==> config.mk <==
export PLATFORM = sky130hd
export DESIGN_NAME = core_top
export DESIGN_NICKNAME = d
export VERILOG_FILES = /design/src/common/rv_core_pkg.sv /design/src/common/dec_if.sv /design/src/common/wb_if.sv /design/src/idu/idu.sv /design/src/exu/exu.sv /design/src/hw/wbu.sv /design/src/hw/core_top.sv
export VERILOG_INCLUDE_DIRS = /design/src /design/src/common
export SDC_FILE = /design/constraint.sdc
export NUM_CORES = 2
export LEC_CHECK = 0
export BUFFER_PORTS_ARGS = -buffer_cell sky130_fd_sc_hd__buf_4
export CELL_PAD_IN_SITES_DETAIL_PLACEMENT = 1
export CELL_PAD_IN_SITES_GLOBAL_PLACEMENT = 2
export CORE_UTILIZATION = 45
export DETAILED_ROUTE_END_ITERATION = 7
export PLACE_DENSITY = 0.92
export SLEW_MARGIN = 20
export SYNTH_ARGS = -nofsm -noshare
export SYNTH_HDL_FRONTEND = slang
export SYNTH_SLANG_ARGS = --single-unit
==> constraint.sdc <==
create_clock -name clock -period 12.3 [get_ports clock]
set_clock_uncertainty 0.15 [all_clocks]
set_input_delay 2.46 -clock clock [delete_from_list [all_inputs] [get_ports clock]]
set_output_delay 2.46 -clock clock [all_outputs]
set_load 0.02 [all_outputs]
==> src/common/rv_core_consts.svh <==
`ifndef RV_CORE_CONSTS_SVH
`define RV_CORE_CONSTS_SVH

// Datapath width
`define RV_XLEN 32

// Register file address width
`define RV_REG_AW 5

// First fetch address after reset
`define RV_RESET_PC 32'h8000_0000

`endif

==> src/common/rv_core_pkg.sv <==
`default_nettype none

`include "rv_core_consts.svh"

package rv_core_pkg;

    // RV32I major opcodes
    typedef enum logic [6:0] {
        LUI      = 7'b0110111,
        AUIPC    = 7'b0010111,
        OP       = 7'b0110011,
        OP_IMM   = 7'b0010011,
        LOAD     = 7'b0000011,
        STORE    = 7'b0100011,
        JAL      = 7'b1101111,
        JALR     = 7'b1100111,
        BRANCH   = 7'b1100011,
        SYSTEM   = 7'b1110011,
        MISC_MEM = 7'b0001111
    } opcode_t;

    typedef enum logic [1:0] {
        RS1,
        PC,
        CONST0
    } alu_a_t;

    typedef enum logic [1:0] {
        RS2,
        IMM,
        PC_INCR
    } alu_b_t;

    // Compare ops return 0 or 1
    typedef enum logic [3:0] {
        ADD,
        SUB,
        SLL,
        LT,
        LTU,
        XOR,
        SRL,
        SRA,
        OR,
        AND,
        EQ,
        NE,
        GE,
        GEU
    } alu_op_t;

    typedef struct packed {
        logic [6:0]           funct7;
        logic [`RV_REG_AW-1:0] rs2;
        logic [`RV_REG_AW-1:0] rs1;
        logic [2:0]           funct3;
        logic [`RV_REG_AW-1:0] rd;
        opcode_t              opcode;
    } inst_ris_t;

    typedef struct packed {
        logic [19:0]          imm_hi;
        logic [`RV_REG_AW-1:0] rd;
        opcode_t              opcode;
    } inst_uj_t;

    // Same instruction word, two field layouts
    typedef union packed {
        inst_ris_t ris;
        inst_uj_t  uj;
    } inst_u;

    typedef struct packed {
        logic [`RV_XLEN-1:0]   imm;
        alu_a_t                alu_a;
        alu_b_t                alu_b;
        alu_op_t               alu_op;
        logic [`RV_REG_AW-1:0] rs1_addr;
        logic [`RV_REG_AW-1:0] rs2_addr;
        logic [`RV_REG_AW-1:0] rd_addr;
        logic                  reg_we;
        logic                  jal;
        logic                  jalr;
        logic                  branch;
    } decoder_t;

endpackage

`default_nettype wire

==> src/common/dec_if.sv <==
`timescale 1ns/1ps
`default_nettype none

`include "rv_core_consts.svh"

interface dec_if
    import rv_core_pkg::*;
();

    decoder_t            ctrl;
    logic                illegal;
    logic                fencei;
    // Register file read data for ctrl's source addresses
    logic [`RV_XLEN-1:0] rs1_data;
    logic [`RV_XLEN-1:0] rs2_data;

    modport dec (
        output ctrl,
        output illegal,
        output fencei
    );

    modport rf (
        input  ctrl,
        output rs1_data,
        output rs2_data
    );

    modport exe (
        input ctrl,
        input illegal,
        input fencei,
        input rs1_data,
        input rs2_data
    );

endinterface

`default_nettype wire

==> src/common/wb_if.sv <==
`timescale 1ns/1ps
`default_nettype none

`include "rv_core_consts.svh"

interface wb_if ();

    logic                  we;
    logic [`RV_REG_AW-1:0] rd;
    logic [`RV_XLEN-1:0]   data;
    logic [`RV_XLEN-1:0]   next_pc;
    logic                  illegal;
    logic                  fencei;

    modport src (
        output we,
        output rd,
        output data,
        output next_pc,
        output illegal,
        output fencei
    );

    modport sink (
        input we,
        input rd,
        input data,
        input next_pc,
        input illegal,
        input fencei
    );

endinterface

`default_nettype wire

==> src/idu/idu.sv <==
`timescale 1ns/1ps
`default_nettype none

`include "rv_core_consts.svh"

module idu
    import rv_core_pkg::*;
(
    input  inst_u inst,
    dec_if.dec    d
);

    logic [`RV_XLEN-1:0] imm_i;
    logic [`RV_XLEN-1:0] imm_b;
    logic [`RV_XLEN-1:0] imm_u;
    logic [`RV_XLEN-1:0] imm_j;
    decoder_t            ctrl;
    logic                illegal;
    logic                fencei;
    logic                use_rs1;
    logic                use_rs2;

    // Immediates rebuilt from the two layouts
    assign imm_i = {{20{inst.ris.funct7[6]}}, inst.ris.funct7, inst.ris.rs2};
    assign imm_b = {{20{inst.ris.funct7[6]}}, inst.ris.rd[0], inst.ris.funct7[5:0],
                    inst.ris.rd[4:1], 1'b0};
    assign imm_u = {inst.uj.imm_hi, 12'b0};
    assign imm_j = {{12{inst.uj.imm_hi[19]}}, inst.uj.imm_hi[7:0], inst.uj.imm_hi[8],
                    inst.uj.imm_hi[18:9], 1'b0};

    always_comb begin
        ctrl        = '0;
        ctrl.imm    = imm_i;
        ctrl.alu_a  = RS1;
        ctrl.alu_b  = RS2;
        ctrl.alu_op = ADD;
        illegal     = 1'b0;
        fencei      = 1'b0;
        use_rs1     = 1'b0;
        use_rs2     = 1'b0;
        case (inst.ris.opcode)
            LUI: begin
                ctrl.imm    = imm_u;
                ctrl.alu_a  = CONST0;
                ctrl.alu_b  = IMM;
                ctrl.reg_we = 1'b1;
            end
            AUIPC: begin
                ctrl.imm    = imm_u;
                ctrl.alu_a  = PC;
                ctrl.alu_b  = IMM;
                ctrl.reg_we = 1'b1;
            end
            OP: begin
                ctrl.reg_we = 1'b1;
                use_rs1     = 1'b1;
                use_rs2     = 1'b1;
                case ({inst.ris.funct7, inst.ris.funct3})
                    {7'b0000000, 3'b000}: ctrl.alu_op = ADD;
                    {7'b0100000, 3'b000}: ctrl.alu_op = SUB;
                    {7'b0000000, 3'b001}: ctrl.alu_op = SLL;
                    {7'b0000000, 3'b010}: ctrl.alu_op = LT;
                    {7'b0000000, 3'b011}: ctrl.alu_op = LTU;
                    {7'b0000000, 3'b100}: ctrl.alu_op = XOR;
                    {7'b0000000, 3'b101}: ctrl.alu_op = SRL;
                    {7'b0100000, 3'b101}: ctrl.alu_op = SRA;
                    {7'b0000000, 3'b110}: ctrl.alu_op = OR;
                    {7'b0000000, 3'b111}: ctrl.alu_op = AND;
                    // M extension ends up here too
                    default: illegal = 1'b1;
                endcase
            end
            OP_IMM: begin
                ctrl.alu_b  = IMM;
                ctrl.reg_we = 1'b1;
                use_rs1     = 1'b1;
                case (inst.ris.funct3)
                    3'b000: ctrl.alu_op = ADD;
                    3'b010: ctrl.alu_op = LT;
                    3'b011: ctrl.alu_op = LTU;
                    3'b100: ctrl.alu_op = XOR;
                    3'b110: ctrl.alu_op = OR;
                    3'b111: ctrl.alu_op = AND;
                    3'b001: begin
                        ctrl.alu_op = SLL;
                        illegal     = inst.ris.funct7 != 7'b0000000;
                    end
                    default: begin
                        if (inst.ris.funct7 == 7'b0000000) begin
                            ctrl.alu_op = SRL;
                        end else if (inst.ris.funct7 == 7'b0100000) begin
                            ctrl.alu_op = SRA;
                        end else begin
                            illegal = 1'b1;
                        end
                    end
                endcase
            end
            JAL: begin
                ctrl.imm    = imm_j;
                ctrl.alu_a  = PC;
                ctrl.alu_b  = PC_INCR;
                ctrl.reg_we = 1'b1;
                ctrl.jal    = 1'b1;
            end
            JALR: begin
                // ALU computes the link, exu forms the target
                ctrl.alu_a  = PC;
                ctrl.alu_b  = PC_INCR;
                ctrl.reg_we = 1'b1;
                ctrl.jalr   = 1'b1;
                use_rs1     = 1'b1;
                illegal     = inst.ris.funct3 != 3'b000;
            end
            BRANCH: begin
                ctrl.imm    = imm_b;
                ctrl.branch = 1'b1;
                use_rs1     = 1'b1;
                use_rs2     = 1'b1;
                case (inst.ris.funct3)
                    3'b000:  ctrl.alu_op = EQ;
                    3'b001:  ctrl.alu_op = NE;
                    3'b100:  ctrl.alu_op = LT;
                    3'b101:  ctrl.alu_op = GE;
                    3'b110:  ctrl.alu_op = LTU;
                    3'b111:  ctrl.alu_op = GEU;
                    default: illegal = 1'b1;
                endcase
            end
            MISC_MEM: begin
                // fence is a no-op
                case (inst.ris.funct3)
                    3'b000:  fencei = 1'b0;
                    3'b001:  fencei = 1'b1;
                    default: illegal = 1'b1;
                endcase
            end
            // No memory port or CSR file
            LOAD, STORE, SYSTEM: illegal = 1'b1;
            default: illegal = 1'b1;
        endcase
        ctrl.rs1_addr = inst.ris.rs1 & {`RV_REG_AW{use_rs1}};
        ctrl.rs2_addr = inst.ris.rs2 & {`RV_REG_AW{use_rs2}};
        ctrl.rd_addr  = inst.uj.rd & {`RV_REG_AW{ctrl.reg_we}};
        if (ctrl.rd_addr == '0) begin
            ctrl.reg_we = 1'b0;
        end
    end

    assign d.ctrl    = ctrl;
    assign d.illegal = illegal;
    assign d.fencei  = fencei;

endmodule

`default_nettype wire

==> src/exu/exu.sv <==
`timescale 1ns/1ps
`default_nettype none

`include "rv_core_consts.svh"

module exu
    import rv_core_pkg::*;
(
    input  logic [`RV_XLEN-1:0] pc,
    dec_if.exe                  d,
    wb_if.src                   w
);

    logic [`RV_XLEN-1:0] op_a;
    logic [`RV_XLEN-1:0] op_b;
    logic [`RV_XLEN-1:0] alu_res;
    logic [`RV_XLEN-1:0] pc_seq;
    logic [`RV_XLEN-1:0] pc_rel;
    logic [`RV_XLEN-1:0] jalr_sum;

    always_comb begin
        case (d.ctrl.alu_a)
            RS1:     op_a = d.rs1_data;
            PC:      op_a = pc;
            default: op_a = '0;
        endcase
        case (d.ctrl.alu_b)
            RS2:     op_b = d.rs2_data;
            IMM:     op_b = d.ctrl.imm;
            default: op_b = `RV_XLEN'(4);
        endcase
    end

    always_comb begin
        alu_res = '0;
        case (d.ctrl.alu_op)
            ADD:     alu_res = op_a + op_b;
            SUB:     alu_res = op_a - op_b;
            SLL:     alu_res = op_a << op_b[4:0];
            SRL:     alu_res = op_a >> op_b[4:0];
            SRA:     alu_res = $signed(op_a) >>> op_b[4:0];
            XOR:     alu_res = op_a ^ op_b;
            OR:      alu_res = op_a | op_b;
            AND:     alu_res = op_a & op_b;
            LT:      alu_res[0] = $signed(op_a) < $signed(op_b);
            LTU:     alu_res[0] = op_a < op_b;
            EQ:      alu_res[0] = op_a == op_b;
            NE:      alu_res[0] = op_a != op_b;
            GE:      alu_res[0] = $signed(op_a) >= $signed(op_b);
            GEU:     alu_res[0] = op_a >= op_b;
            default: alu_res = '0;
        endcase
    end

    assign pc_seq   = pc + `RV_XLEN'(4);
    assign pc_rel   = pc + d.ctrl.imm;
    assign jalr_sum = d.rs1_data + d.ctrl.imm;

    // Bit 0 of alu_res is the branch outcome
    always_comb begin
        if (d.illegal) begin
            w.next_pc = pc_seq;
        end else if (d.ctrl.jal || (d.ctrl.branch && alu_res[0])) begin
            w.next_pc = pc_rel;
        end else if (d.ctrl.jalr) begin
            w.next_pc = {jalr_sum[`RV_XLEN-1:1], 1'b0};
        end else begin
            w.next_pc = pc_seq;
        end
    end

    assign w.we      = d.ctrl.reg_we & ~d.illegal;
    assign w.rd      = d.ctrl.rd_addr;
    assign w.data    = alu_res;
    assign w.illegal = d.illegal;
    assign w.fencei  = d.fencei;

endmodule

`default_nettype wire

==> src/hw/wbu.sv <==
`timescale 1ns/1ps
`default_nettype none

`include "rv_core_consts.svh"

module wbu (
    input  logic                  clock,
    input  logic                  reset,
    input  logic                  inst_valid,
    dec_if.rf                     d,
    wb_if.sink                    w,
    output logic [`RV_XLEN-1:0]   pc,
    output logic                  retire,
    output logic                  retire_we,
    output logic                  retire_illegal,
    output logic                  retire_fencei,
    output logic [`RV_REG_AW-1:0] retire_rd,
    output logic [`RV_XLEN-1:0]   retire_data
);

    logic [`RV_XLEN-1:0] regs [(1 << `RV_REG_AW)];

    // x0 is never written, so it reads zero
    assign d.rs1_data = regs[d.ctrl.rs1_addr];
    assign d.rs2_data = regs[d.ctrl.rs2_addr];

    always_ff @(posedge clock) begin
        if (reset) begin
            for (int i = 0; i < (1 << `RV_REG_AW); i++) begin
                regs[i] <= '0;
            end
            pc             <= `RV_RESET_PC;
            retire         <= 1'b0;
            retire_we      <= 1'b0;
            retire_illegal <= 1'b0;
            retire_fencei  <= 1'b0;
        end else begin
            retire         <= inst_valid;
            retire_we      <= inst_valid & w.we;
            retire_illegal <= inst_valid & w.illegal;
            retire_fencei  <= inst_valid & w.fencei;
            if (inst_valid) begin
                pc <= w.next_pc;
                if (w.we) begin
                    regs[w.rd] <= w.data;
                end
            end
        end
    end

    // Retire payload
    always_ff @(posedge clock) begin
        if (inst_valid) begin
            retire_rd   <= w.rd;
            retire_data <= w.data;
        end
    end

endmodule

`default_nettype wire

==> src/hw/core_top.sv <==
`timescale 1ns/1ps
`default_nettype none

`include "rv_core_consts.svh"

module core_top (
    input  logic                  clock,
    input  logic                  reset,
    input  logic                  inst_valid,
    input  logic [`RV_XLEN-1:0]   inst,
    output logic [`RV_XLEN-1:0]   pc,
    output logic                  retire,
    output logic                  retire_we,
    output logic [`RV_REG_AW-1:0] retire_rd,
    output logic [`RV_XLEN-1:0]   retire_data,
    output logic                  retire_illegal,
    output logic                  retire_fencei
);

    dec_if i_dec ();
    wb_if  i_wb ();

    idu i_idu (
        .inst (inst),
        .d    (i_dec.dec)
    );

    exu i_exu (
        .pc (pc),
        .d  (i_dec.exe),
        .w  (i_wb.src)
    );

    wbu i_wbu (
        .clock          (clock),
        .reset          (reset),
        .inst_valid     (inst_valid),
        .d              (i_dec.rf),
        .w              (i_wb.sink),
        .pc             (pc),
        .retire         (retire),
        .retire_we      (retire_we),
        .retire_illegal (retire_illegal),
        .retire_fencei  (retire_fencei),
        .retire_rd      (retire_rd),
        .retire_data    (retire_data)
    );

endmodule

`default_nettype wire

Word level (Yosys, flattened, before mapping)
Memories as Yosys holds them, arrays and structs flattened. Cells that the tools add are included.

Register bits after elaboration: 73. RAM bits: 1024. Input port bits: 35. Output and inout port bits: 73. Logic and storage cells: 138. Memories: 1.

Memory list: i_wbu.regs (words 32, bits a word 32, read ports 2, clocked after Yosys merged registers in 0, wr ports 32, line wbu.sv:21) `` logic [`RV_XLEN-1:0] regs [(1 << `RV_REG_AW)]; ``.

Add/sub/neg operators: 5. Order comparisons: 4. Equality and inequality tests: 42. Shifts and indexed selects: 3. Multiplexer cells: 41. Bitwise gates (word level): 11. Reduce and logical (&&, ||, !) cells: 24.

Operator list (count): $pmux 31 s8 (1); $mux 32 (4); $pmux 32 s2 (2); $add 32x32->32 (3); $pmux 31 s3 (1); $ge 32x32->1 (2); $lt 32x32->1 (2); $eq 10x3->1 const B (4); $pmux 4 s9 (1); $add 32x3->32 const B (1); $and 32x32->32 (1); $eq 32x32->1 (1); $ne 32x32->1 (1); $or 32x32->32 (1); $reduce_or 32->1 (1); $shl 32x5->32 (1); $shr 32x5->32 (1); $sshr 32x5->32 (1); $sub 32x32->32 (1); $xor 32x32->32 (1); $pmux 4 s7 (1); $eq 4x4->1 const B (6); $pmux 4 s6 (1); $eq 7x6->1 const B (3); other kinds (40) (88).

Logic depth before layout (Yosys ltp)
Word-level depth: 13. Mapped depth: 33. Gate-level depth less buffers: 25.

Modules after synthesis
From an unflattened synthesis, not the netlist that was laid out.

Cells, all modules: 7011. Area total of the unflattened synthesis: 73224.0 µm².

By module, submodules not included: wbu (instances 1, cells an instance 4788, area each 58569.9 µm², sequential area each 32581.2 µm²); exu (instances 1, cells an instance 2071, area each 13726.9 µm², sequential area each 0.0 µm²); idu (instances 1, cells an instance 152, area each 927.1 µm², sequential area each 0.0 µm²).

Worst setup path after synthesis
Ideal clock, no wire load.

Path kind: in2reg. Start point: input port inst[20]. End point: memory i_wbu.regs[17][29] (netlist bit) (data pin). Setup time: 0.270 ns. Arrival time: 8.759 ns. Data required time: 11.880 ns. Setup slack: 3.120 ns. Stages on the path: 28. Path buffers: 10. Cell sequence: buf_4 buf_2 buf_2 buf_2 buf_2 mux4_2 o211a_1 o21ai_0 and3_1 clkbuf_1 clkbuf_1 clkbuf_1 ha_1 clkbuf_1 inv_1 nor2_1 o21bai_1 a2111oi_0 a211oi_1 a211o_1 a31oi_1 o31ai_1 a221oi_1 o221ai_1 and3_1 o22ai_1 clkbuf_1 a21oi_1.

RTL lines: start, declared (line core_top.sv:10) `` input logic [`RV_XLEN-1:0] inst, ``; end, declared (line wbu.sv:21).

==> run summary <==
The flow ran to the end, but the final reports show violations. The checks that failed: design-rule violations. On the critical path the largest part of the delay comes from compound AO/OA/AOI/OAI gates. The vertical extent of the die came out at 404 µm. The highest cell delay on the worst timing path is 0.91 ns. The clock net in this run drives a total of 1097 sinks. The final net count is 7914. Compared with the post-synthesis result, the final layout area differs by 10.5%.

The synthesized design contains 1061 enable-type register cells. The met3 capacity usage during global routing is 0.184. The measured slew at the worst slew-check pin is 1.39 ns.

At the worst endpoint, the required time is 12.63 ns. The largest individual stage delay along the critical path comes from the cell sky130_fd_sc_hd__and4_1. The most used flip-flop cell after synthesis is sky130_fd_sc_hd__edfxtp_1. The total count of hold-check failures in the final report came out at 0. Setup repair after global routing left no endpoint under its margin. For met2 alone, demand over resource in global routing was 0.693. The final count of negative-setup-slack endpoints came out at 0. The via count of the first global-routing pass is 71900. The maximum ir drop on the vdd rail came out at 0.139 mV. The count of buffers from port buffering came out at 107.

For this run, asynchronously set or reset flops after synthesis account for 0. The overall via count from detail_route came out at 73300. The most common cell after layout, fill and taps aside is sky130_fd_sc_hd__nor2_1. The HPWL after detailed placement came out at 263 mm. The proportion of layout cells with a drive suffix above 1 is 0.119.

The overall die width came out at about 400 µm. The final period utilization is 0.954. The category of the critical setup timing path is primary input to flip-flop. The time the final worst path needs with I/O delays and setup is 11.74 ns. The total track usage came out at 0.481. The leakage power summed over all cells came out at 30.6 nW.

The met1 track utilization from global routing is 0.586. The total CTS buffers came out at 120. The setup fix buffers added after clock tree synthesis came out at 0. The detailed-route wire length per cell is 40.3 µm.

The post-route worst hold slack came out at 0.476 ns. The number of gates resized after CTS was 0. The number of buffers added to fix hold violations after cts came out at 0. Using the TritonRoute via totals, the vias-per-cell ratio works out to around 7.3. In the layout the commonest cells are sky130_fd_sc_hd__nor2_1 (1156), sky130_fd_sc_hd__edfxtp_1 (1061), sky130_fd_sc_hd__nand2_1 (799). met2 is the most crowded layer. The maximum number of pins on one net before global-route repair is 121.

The number of distinct library cells after synthesis is 111. Before antenna repair, the detailed router went through 8 iterations. Counting flops and latches in the post-synthesis netlist gives about 1100. The number of antenna violations at the first check in global routing was 27. The routability congestion estimate from global placement came out at about 1.0. The summed instance area of the synthesized netlist is between 70000 and 80000 µm².

TritonCTS built the clock tree. The power density normalized to cell area came out at about 130 nW/µm². The summed negative setup slack over all endpoints came out at 0 ns. The synthesized instance count came out at 7877. The number of buffers between clock root and the deepest sink came out at 3. The worst pin sits at a relative slew slack of 0.0625.

The number of max-slew violations in the final report came out at 0. The highest net fanout along the worst path is 34. Data on the critical path arrives at its endpoint at 12.07 ns. The path category of the worst min-delay check is flip-flop to flip-flop.

The launching element type of the critical path is a primary input. For this configuration, the core starts out at a cell density of 0.453. The insertion delay of the later-clocked pin in the worst-skew pair is 0.82 ns. The number of buffer and inverter instances along the worst setup path came out at 6.

The site row count is 147. The routed design has 402 mm of wire. In this run, the number of DRC markers left after iteration 0 of detailed routing was 11800.

The residual DRC count came out at 4. The sequential element share of the synthesized area came out at 0.448. The number of warnings reported in the yosys synthesis log is 0. The global-route wire length before repair came out at approximately 550 mm. Timing would allow up to 85.2 MHz. The endpoint type of the worst setup path is a flip-flop.

In this run the remaining antenna-violating nets after routing total 0. The max-capacitance violation count is 0. In this run the clock root is driven by a sky130_fd_sc_hd__clkbuf_16.

The number of top-level design ports came out at approximately 110. The total overflow left after global routing is 0. The post-synthesis average cell area came out at 9.22 µm². The region available for standard cell placement spans 160000 µm². The number of levels in the clock H-tree is 3.

After clock tree synthesis, the clock-pin slew on the worst setup and hold paths is 0.07 ns. The die outline area came out at 163000 µm².
[through the flow]
stage | setup WS (ns) | cells | cell area (µm²) | utilization | total power [mW]
2_1_floorplan | 3.12 | 7908 | 72800 | - | 5.84
3_3_place_gp | 0.776 | 9752 | 76400 | 0.476 | 6.90
3_5_place_dp | 0.680 | 9752 | 76400 | 0.476 | 6.93
4_1_cts | 1.38 | 9969 | 80200 | 0.500 | 10.5
5_1_grt | 0.377 | 9973 | 80200 | 0.500 | 10.8
6_report | 0.561 | 9993 | 80200 | 0.500 | 10.7
[path summary, 6_finish.rpt]
kind                                        from                 end  slack (ns)  cells after the start
worst min register to register      i_wbu.pc[20]        i_wbu.pc[20]        0.48                      2
worst min-delay path                i_wbu.pc[20]        i_wbu.pc[20]        0.48                      2
worst max register to register  i_wbu.regs[8][8]  i_wbu.regs[11][31]        3.04                     19
worst max-delay path                    inst[22]  i_wbu.regs[11][31]        0.56                     26
[per-layer routing]
metal,part of all wire,wire [µm]
met5,0.00056,227
met1,0.35,139000
met4,0.091,36500
met2,0.41,166000
met3,0.15,60500
[registers in the layout, indices dropped and copies added (netlist names)]
name and count:
i_wbu.regs 1024, i_wbu.retire_illegal 1, i_wbu.retire 1, i_wbu.retire_we 1
i_wbu.pc 32, i_wbu.retire_fencei 1, i_wbu.retire_data 32, i_wbu.retire_rd 5
[tightest hold or removal path: stages (launching register included)]
cell and delay (ns):
sky130_fd_sc_hd__dfxtp_1 0.37, sky130_fd_sc_hd__nand3b_1 0.11, sky130_fd_sc_hd__o21ai_0 0.09
[synthesized netlist by cell type (all sizes together), types with 22 or more instances]
master	count	share of area
nor2	1161	0.060
ha	160	0.028
mux2i	324	0.045
a21oi	699	0.048
o31ai	36	0.0039
nand2b	72	0.0062
mux2	83	0.013
a221o	36	0.0050
nand2	832	0.043
clkbuf	445	0.023
nand4	25	0.0022
o21bai	27	0.0028
a22oi	69	0.0071
o22ai	72	0.0062
and2	31	0.0027
o21a	23	0.0024
a21o	97	0.010
edfxtp	1061	0.44
mux4	80	0.025
o21ai	326	0.022
nor4	24	0.0027
buf	293	0.021
a211oi	174	0.019
or3	23	0.0020
inv	188	0.0097
nor2b	47	0.0040
o311ai	22	0.0027
dfxtp	36	0.0099
xnor2	58	0.0071
xor2	32	0.0039
a31oi	130	0.011
a221oi	74	0.0090
nand3	442	0.030
nor3	125	0.0087
and3	45	0.0039
o211ai	115	0.012
o221ai	37	0.0045
[where the power goes]
part / switching, mW / total (mW) / internal, mW / leakage [nW]
clock network: 1.64 / 3.63 / 1.99 / 1.84
registers: 0.0782 / 4.30 / 4.22 / 11.6
logic: 2.04 / 2.73 / 0.693 / 17.1
[area by class of cell]
type | instances | area [µm²]
Sequential cell | 1097 | 32600
Timing Repair Buffer | 423 | 3460
Fill cell | 18100 | 80100
Clock buffer | 147 | 3150
Clock inverter | 70 | 607
Antenna cell | 23 | 57.6
Inverter | 190 | 713
Tap cell | 2160 | 2700
Multi-Input combinational cell | 5883 | 37000
[kinds of logic (layout without fill, tap and decap cells)]
logic type | count (synthesis) | count (layout) | share of synthesized area
other | 1 | 55 | 0.0000516
XOR/XNOR | 90 | 90 | 0.0110
multiplexers | 487 | 487 | 0.0827
AND/OR/NAND/NOR | 2923 | 2923 | 0.177
buffers and inverters | 928 | 830 | 0.0537
AO/OA/AOI/OAI | 2187 | 2187 | 0.199
flip-flops | 1097 | 1097 | 0.448
adder cells (fa/ha/maj) | 164 | 164 | 0.0287
Power figures use the tool's default switching activity.
